<file path="src/common/apb_pkg.sv">
package apb_pkg;

  ////////////////////////////////////////
  // Bus widths
  ////////////////////////////////////////
  localparam int addr_w = 32;
  localparam int data_w = 32;

  ////////////////////////////////////////
  // Address map
  ////////////////////////////////////////
  localparam int ram_words      = 32;
  localparam int ram_bank_words = 8;
  localparam int ram_idx_w      = $clog2(ram_words);
  localparam int ram_banks      = ram_words / ram_bank_words;
  localparam int ram_bank_w     = $clog2(ram_banks);

  // Bit 12 splits RAM from registers, bits above must be zero
  localparam int region_lsb = 12;
  localparam logic [addr_w-1:0] reg_base = 32'h0000_1000;

  localparam logic [region_lsb-1:0] reg_ctrl_off   = 12'h000;
  localparam logic [region_lsb-1:0] reg_errcnt_off = 12'h004;
  localparam logic [region_lsb-1:0] reg_id_off     = 12'h008;

  localparam logic [data_w-1:0] subsys_id = 32'h5AB5_0001;

  // pslverr values
  localparam logic resp_okay   = 1'b0;
  localparam logic resp_slverr = 1'b1;

  ////////////////////////////////////////
  // CTRL register layout
  ////////////////////////////////////////
  typedef struct packed {
    logic [data_w-ram_banks-1:0] rsvd;
    logic [ram_banks-1:0]        wp_mask;
  } ctrl_fields_t;

  typedef union packed {
    logic [data_w-1:0] raw;
    ctrl_fields_t      fields;
  } ctrl_word_u;

endpackage

</file>
<file path="src/common/apb_bus_if.sv">
`timescale 1ns/1ns

interface apb_bus_if
  import apb_pkg::*;
();

  // Request side
  logic              psel;
  logic              penable;
  logic              pwrite;
  logic [addr_w-1:0] paddr;
  logic [data_w-1:0] pwdata;

  // Response side, valid only while pready is high
  logic [data_w-1:0] prdata;
  logic              pready;
  logic              pslverr;

  modport requester (
    output psel, penable, pwrite, paddr, pwdata,
    input  prdata, pready, pslverr
  );

  modport completer (
    input  psel, penable, pwrite, paddr, pwdata,
    output prdata, pready, pslverr
  );

endinterface

</file>
<file path="src/design/apb_decoder.sv">
`timescale 1ns/1ns

module apb_decoder
  import apb_pkg::*;
(
  input  logic              pclk,
  input  logic              presetn,
  input  logic              psel,
  input  logic              penable,
  input  logic              pwrite,
  input  logic [addr_w-1:0] paddr,
  input  logic [data_w-1:0] pwdata,
  output logic [data_w-1:0] prdata,
  output logic              pready,
  output logic              pslverr,
  apb_bus_if.requester      ram_bus,
  apb_bus_if.requester      reg_bus
);

  logic hit_ram;
  logic hit_reg;
  logic err_ready;

  // Region decode, paddr is held from setup until pready
  assign hit_ram = (paddr[addr_w-1:region_lsb] == '0);
  assign hit_reg = (paddr[addr_w-1:region_lsb] == reg_base[addr_w-1:region_lsb]);

  ////////////////////////////////////////
  // Request fan-out
  ////////////////////////////////////////
  // Only the selected completer sees psel
  assign ram_bus.psel    = psel & hit_ram;
  assign ram_bus.penable = penable;
  assign ram_bus.pwrite  = pwrite;
  assign ram_bus.paddr   = paddr;
  assign ram_bus.pwdata  = pwdata;

  assign reg_bus.psel    = psel & hit_reg;
  assign reg_bus.penable = penable;
  assign reg_bus.pwrite  = pwrite;
  assign reg_bus.paddr   = paddr;
  assign reg_bus.pwdata  = pwdata;

  ////////////////////////////////////////
  // Own reply for unmapped addresses
  ////////////////////////////////////////
  // One wait state, same as the completers
  always_ff @(posedge pclk)
  begin
    if (!presetn)
      err_ready <= 1'b0;
    else if (psel && penable && !hit_ram && !hit_reg && !err_ready)
      err_ready <= 1'b1;
    else
      err_ready <= 1'b0;
  end

  // Response return
  always_comb
  begin
    if (hit_ram)
    begin
      prdata  = ram_bus.prdata;
      pready  = ram_bus.pready;
      pslverr = ram_bus.pslverr;
    end
    else if (hit_reg)
    begin
      prdata  = reg_bus.prdata;
      pready  = reg_bus.pready;
      pslverr = reg_bus.pslverr;
    end
    else
    begin
      prdata  = '0;
      pready  = err_ready;
      pslverr = err_ready ? resp_slverr : resp_okay;
    end
  end

endmodule

</file>
<file path="src/apb_ram/apb_ram.sv">
`timescale 1ns/1ns

module apb_ram
  import apb_pkg::*;
(
  input  logic                 pclk,
  input  logic                 presetn,
  apb_bus_if.completer         bus,
  input  logic [ram_banks-1:0] wp_mask,
  output logic                 ram_err_pulse
);

  typedef enum logic [1:0] {
    st_idle,
    st_setup,
    st_access,
    st_transfer
  } state_t;

  state_t state;

  logic [data_w-1:0]     mem [ram_words];
  logic [ram_idx_w-1:0]  word_idx;
  logic [ram_bank_w-1:0] bank;
  logic                  range_err;
  logic                  align_err;
  logic                  prot_err;
  logic                  any_err;

  ////////////////////////////////////////
  // Address checks
  ////////////////////////////////////////
  assign word_idx = bus.paddr[ram_idx_w+1:2];

  // Top bits of the word index pick the bank
  assign bank = word_idx[ram_idx_w-1 -: ram_bank_w];

  // Bits between the word index and the region bit must be zero
  assign range_err = (bus.paddr[region_lsb-1:ram_idx_w+2] != '0);
  assign align_err = (bus.paddr[1:0] != 2'b00);
  assign prot_err  = bus.pwrite & wp_mask[bank];
  assign any_err   = range_err | align_err | prot_err;

  // One pulse per error response
  assign ram_err_pulse = bus.pready & bus.pslverr;

  ////////////////////////////////////////
  // Transfer FSM and storage
  ////////////////////////////////////////
  always_ff @(posedge pclk)
  begin
    if (!presetn)
    begin
      state       <= st_idle;
      bus.prdata  <= '0;
      bus.pready  <= 1'b0;
      bus.pslverr <= resp_okay;
      for (int i = 0; i < ram_words; i++)
        mem[i] <= '0;
    end
    else
    begin
      case (state)
        st_idle:
        begin
          bus.prdata  <= '0;
          bus.pready  <= 1'b0;
          bus.pslverr <= resp_okay;
          // A transfer may start right after reset
          state <= (bus.psel && !bus.penable) ? st_access : st_setup;
        end

        st_setup:
        begin
          if (bus.psel && !bus.penable)
            state <= st_access;
        end

        // First access cycle, reply lands in the next one
        st_access:
        begin
          if (bus.psel && bus.penable)
          begin
            state      <= st_transfer;
            bus.pready <= 1'b1;
            if (any_err)
            begin
              bus.pslverr <= resp_slverr;
              bus.prdata  <= '0;
            end
            else
            begin
              bus.pslverr <= resp_okay;
              if (bus.pwrite)
                mem[word_idx] <= bus.pwdata;
              else
                bus.prdata <= mem[word_idx];
            end
          end
          else
            state <= st_setup;
        end

        st_transfer:
        begin
          state       <= st_setup;
          bus.pready  <= 1'b0;
          bus.pslverr <= resp_okay;
        end

        default: state <= st_idle;
      endcase
    end
  end

endmodule

</file>
<file path="src/apb_ram/ram_ctrl_regs.sv">
`timescale 1ns/1ns

module ram_ctrl_regs
  import apb_pkg::*;
(
  input  logic                 pclk,
  input  logic                 presetn,
  apb_bus_if.completer         bus,
  input  logic                 ram_err_pulse,
  output logic [ram_banks-1:0] wp_mask
);

  logic [ram_banks-1:0]  ctrl_wp;
  logic [data_w-1:0]     err_cnt;
  logic [region_lsb-1:0] reg_off;
  logic                  access_now;
  logic                  off_err;
  logic [data_w-1:0]     rd_data;
  ctrl_word_u            wr_word;
  ctrl_word_u            rd_word;

  assign reg_off = bus.paddr[region_lsb-1:0];

  // Second access cycle raises pready, so sample only once
  assign access_now = bus.psel & bus.penable & ~bus.pready;

  // CTRL views of the bus words
  assign wr_word.raw = bus.pwdata;

  always_comb
  begin
    rd_word                = '0;
    rd_word.fields.wp_mask = ctrl_wp;
  end

  assign wp_mask = ctrl_wp;

  ////////////////////////////////////////
  // Offset decode
  ////////////////////////////////////////
  always_comb
  begin
    off_err = 1'b0;
    rd_data = '0;
    case (reg_off)
      reg_ctrl_off:   rd_data = rd_word.raw;
      reg_errcnt_off: rd_data = err_cnt;
      reg_id_off:
      begin
        rd_data = subsys_id;
        // ID is read only
        off_err = bus.pwrite;
      end
      default:        off_err = 1'b1;
    endcase
  end

  ////////////////////////////////////////
  // Registers and response
  ////////////////////////////////////////
  always_ff @(posedge pclk)
  begin
    if (!presetn)
    begin
      ctrl_wp     <= '0;
      err_cnt     <= '0;
      bus.pready  <= 1'b0;
      bus.pslverr <= resp_okay;
      bus.prdata  <= '0;
    end
    else
    begin
      // Saturating count of RAM errors
      if (ram_err_pulse && (err_cnt != '1))
        err_cnt <= err_cnt + 1'b1;

      bus.pready  <= access_now;
      bus.pslverr <= resp_okay;

      if (access_now)
      begin
        bus.pslverr <= off_err ? resp_slverr : resp_okay;
        bus.prdata  <= (off_err || bus.pwrite) ? '0 : rd_data;
        if (bus.pwrite && !off_err)
        begin
          if (reg_off == reg_ctrl_off)
            ctrl_wp <= wr_word.fields.wp_mask;
          // Any write value clears the count
          if (reg_off == reg_errcnt_off)
            err_cnt <= '0;
        end
      end
    end
  end

endmodule

</file>
<file path="src/design/apb_subsys_top.sv">
`timescale 1ns/1ns

module apb_subsys_top
  import apb_pkg::*;
(
  input  logic              pclk,
  input  logic              presetn,
  input  logic              psel,
  input  logic              penable,
  input  logic              pwrite,
  input  logic [addr_w-1:0] paddr,
  input  logic [data_w-1:0] pwdata,
  output logic [data_w-1:0] prdata,
  output logic              pready,
  output logic              pslverr
);

  // Side-band between registers and RAM
  logic [ram_banks-1:0] wp_mask;
  logic                 ram_err_pulse;

  apb_bus_if ram_bus ();
  apb_bus_if reg_bus ();

  apb_decoder decoder0 (
    .pclk    (pclk),
    .presetn (presetn),
    .psel    (psel),
    .penable (penable),
    .pwrite  (pwrite),
    .paddr   (paddr),
    .pwdata  (pwdata),
    .prdata  (prdata),
    .pready  (pready),
    .pslverr (pslverr),
    .ram_bus (ram_bus.requester),
    .reg_bus (reg_bus.requester)
  );

  apb_ram ram0 (
    .pclk          (pclk),
    .presetn       (presetn),
    .bus           (ram_bus.completer),
    .wp_mask       (wp_mask),
    .ram_err_pulse (ram_err_pulse)
  );

  ram_ctrl_regs regs0 (
    .pclk          (pclk),
    .presetn       (presetn),
    .bus           (reg_bus.completer),
    .ram_err_pulse (ram_err_pulse),
    .wp_mask       (wp_mask)
  );

endmodule

</file>
<file path="config.mk">
export PLATFORM = sky130hd
export DESIGN_NAME = apb_subsys_top
export DESIGN_NICKNAME = d
export VERILOG_FILES = /design/src/common/apb_pkg.sv /design/src/common/apb_bus_if.sv /design/src/design/apb_decoder.sv /design/src/apb_ram/apb_ram.sv /design/src/apb_ram/ram_ctrl_regs.sv /design/src/design/apb_subsys_top.sv
export SDC_FILE = /design/constraint.sdc
export NUM_CORES = 2
export LEC_CHECK = 0
export BUFFER_PORTS_ARGS = -buffer_cell sky130_fd_sc_hd__buf_4
export CAP_MARGIN = 20
export CORE_UTILIZATION = 30
export CTS_CLUSTER_SIZE = 12
export DETAILED_ROUTE_END_ITERATION = 12
export PLACE_DENSITY_LB_ADDON = 0.08
export SLEW_MARGIN = 10
export SYNTH_ARGS = -nofsm -noshare
export SYNTH_HDL_FRONTEND = slang
export SYNTH_SLANG_ARGS = --single-unit
</file>
<file path="constraint.sdc">
create_clock -name pclk -period 9.5 [get_ports pclk]
set_clock_uncertainty 0.05 [all_clocks]
set_input_delay 0.95 -clock pclk [delete_from_list [all_inputs] [get_ports pclk]]
set_output_delay 0.95 -clock pclk [all_outputs]
set_load 0.005 [all_outputs]
</file>
==> impl_metrics.py <==
metrics = {
    "critical_path": {
        "slowest_stage": "nand4_2",
        "end_kind": "flop",
        "critical_path.max_fanout": 34,
        "startpoint_type": "input port",
        "regToRegStartpoint": "regs0.wp_mask[3]$_SDFFE_PN0P_",
        "path_common_cell": "buf_4",
        "critPathMaxStageDelay_ns": 0.92,
        "rr_worst_depth": 6,
        "crit_chain": "buf_4 > mux4_2 > nor4_4 > nand4_2 > nor3_4 > buf_4 > nand2b_2",
        "critPathRequiredTime_ns": 9.86,
        "arrival_ns": 5.22,
        "cp-startpoint": "paddr[5]",
        "critical_path_class": "input port to flop",
    },
    "layout": {
        "nets": 3928,
        "syn_to_final_growth_pct": 15.2,
        "fin_util": 0.349,
        "final_common_cell": "and2_1",
        "drive_gt1_frac": 0.122,
        "mostFrequentLayoutCells": "and2_1 (1027), edfxtp_1 (1024), mux2i_1 (519)",
    },
    "worst_hold_path": {
        "hold_start": "decoder0.err_ready$_SDFF_PN0_",
        "hp-class": "flop to flop",
        "hold_depth": 1,
    },
    "routing": {
        "wl_mm": 210,
        "vias": 32334,
        "wl_per_cell_um": 33.9,
        "drc_errors": 0,
        "post_drt_via_cell_ratio": 5.22,
        "drt_iter0_drc": 3543,
        "drt_pass1_iterations": 5,
        "antenna_left": 0,
    },
    "run": {
        "drv_cap": 0,
    },
    "floorplanning": {
        "dieHeight_um": 416,
        "start_util": 0.303,
        "die_x_um": 416,
        "io_pins": 103,
        "fp.dieArea_um2": 173000,
        "core_um2": 170000,
        "num_rows": 151,
    },
    "run_status": {
        "status": "finished clean",
    },
    "sta": {
        "setup_tns_ns": 0,
        "setup_violations": 0,
        "max_freq_ghz": 0.206,
        "slew_headroom": 0.113,
        "fin_hold_ws_ns": 0.375,
        "drv_slew": 0,
        "hold_viol_final": 0,
        "timing.final.crit_period_ns": 4.86,
        "fin_crit_sh": 0.512,
        "rsz0062_at_grt": "false",
        "worstMarginPinSlew_ns": 1.32,
    },
    "global_route": {
        "grt_pass1_wl_mm": 282,
        "grt_pass1_vias": 31492,
        "grt_use_total": 0.239,
        "grt-ovfl-total": 0,
        "grt_max_degree": 80,
        "antenna_found_initial": 37,
    },
    "placement": {
        "hpwl_mm": 117,
        "portBuffers": 102,
        "place.gp.congestion": 0.788,
    },
    "yosys": {
        "netlist_instances": 3864,
        "async_flop_share": 0,
        "synth_edf_count": 1024,
        "syn_area_um2": 51400,
        "ys_types": 58,
        "syn_avg_cell_area_um2": 13.3,
        "synth_ff_type": "edfxtp_1",
        "synth_nets": 3938,
        "synthTopCellsByArea": "edfxtp_1 (60%), and2_1 (12%), mux2i_1 (10%)",
        "ys_warn_count": 0,
        "synth_top_area_cell": "edfxtp_1",
        "yosysSeqAreaShare": 0.640,
        "ys_ff_latch": 1131,
        "yosysTopAreaCellShare": 0.598,
    },
    "clock_tree": {
        "clockBufferDepth": 3,
        "cts.repair.resized": 0,
        "clk_latency_ns": 0.81,
        "cts.sinks": 1131,
        "tritoncts": "done",
        "htree_levels": 4,
        "numCtsBuffers": 138,
        "clkTransAtPathRegs_ns": 0.06,
        "cts_setup_buffers": 0,
        "cts-root-buf": "clkbuf_16",
        "hold_buffers": 0,
    },
    "power_and_ir_drop": {
        "p_int_w": 0.00871,
        "switching_share": 0.245,
        "p_clk_frac": 0.448,
        "leakage_nw": 22.1,
        "p_sw_w": 0.00282,
        "p_seq_frac": 0.486,
        "powerDensity_nw_per_um2": 195,
        "peakVddDrop_uv": 196,
        "pwr-share-comb": 0.066,
    },
}
[sequential cells by signal, indices dropped and copies added, names as in the netlist, 2 cells and up]
| name | cells |
|---|---|
| ram0.mem | 1024 |
| ram0.state | 2 |
| regs0.wp_mask | 4 |
| regs0.err_cnt | 32 |
| regs0.bus.prdata | 32 |
| ram0.bus.prdata | 32 |
[final cells by class]
class | count | area, µm²
Antenna cell | 15 | 37.5
Clock buffer | 197 | 3840
Multi-Input combinational cell | 2358 | 17500
Timing Repair Buffer | 212 | 1720
Clock inverter | 51 | 479
Fill cell | 16278 | 111000
Tap cell | 2218 | 2780
Sequential cell | 1131 | 32900
Inverter | 13 | 48.8
[final timing paths]
check | endpoint | slack (ns)
worst min register to register | decoder0.err_ready$_SDFF_PN0_ | 0.38
worst max-delay path | ram0.mem[20][5]$_SDFFCE_PN0P_ | 4.64
worst max register to register | ram0.mem[20][5]$_SDFFCE_PN0P_ | 4.90
worst min-delay path | decoder0.err_ready$_SDFF_PN0_ | 0.38
[worst max-delay path, delay by kind of cell]
kind                   cells  cell delay [ns]
AND/OR/NAND/NOR            4             2.80
buffers and inverters      2             0.76
multiplexers               1             0.63
[Yosys cell counts, types with 8 or more instances]
library cell and n:
nand2b_1 8, o31ai_1 12, and4_1 9, dfxtp_1 107, nor3_1 15, or4_1 18
nand4_1 17, a21oi_1 38, nor2_1 30, nor4_1 72, or3_1 17, nand3_1 15
edfxtp_1 1024, clkbuf_2 39, buf_2 20, clkbuf_1 269, mux2i_1 519, buf_4 18
o21ai_0 55, o22ai_1 256, nand2_1 78, nor2_4 16, and2_1 1027, buf_6 10
inv_1 12, a22o_1 83
[power groups by stage]
stage,combinational (W),sequential [W],clock (W)
finish,0.000760,0.00561,0.00516
floorplan,0.000375,0.00571,0
CTS,0.000764,0.00561,0.00526
global route,0.000790,0.00562,0.00544
detailed placement,0.000762,0.00571,0
global placement,0.000762,0.00571,0
[metal layers]
layer  global-route usage  vias up  part of all wire
met3               0.0423      252             0.061
met1                0.329    16772              0.45
li1                     -    14201                 -
met5                    0        -                 0
met2                0.388     1109              0.47
met4               0.0613        0             0.023
[kinds of logic after synthesis]
kind of cell,after synthesis,synth area share
adders and majority gates,5,0.00122
muxes,520,0.101
DFF,1131,0.640
xor gates and xnor gates,3,0.000511
AOI/OAI and AO/OA,463,0.0592
and+or+nand+nor,1367,0.166
buffers and inverters,375,0.0316
[metrics by stage]
stage               power [W]  setup WS [ns]  area [µm²]  cells
detailed placement    0.00647           3.70       54800   5927
finish                 0.0115           4.64       59200   6195
global placement      0.00647           3.76       54700   5926
floorplan             0.00608           4.14       51400   3864
CTS                    0.0116           4.54       59100   6175
global route           0.0118           4.55       59200   6181
Note: power is estimated with default switching activity, not from simulation.
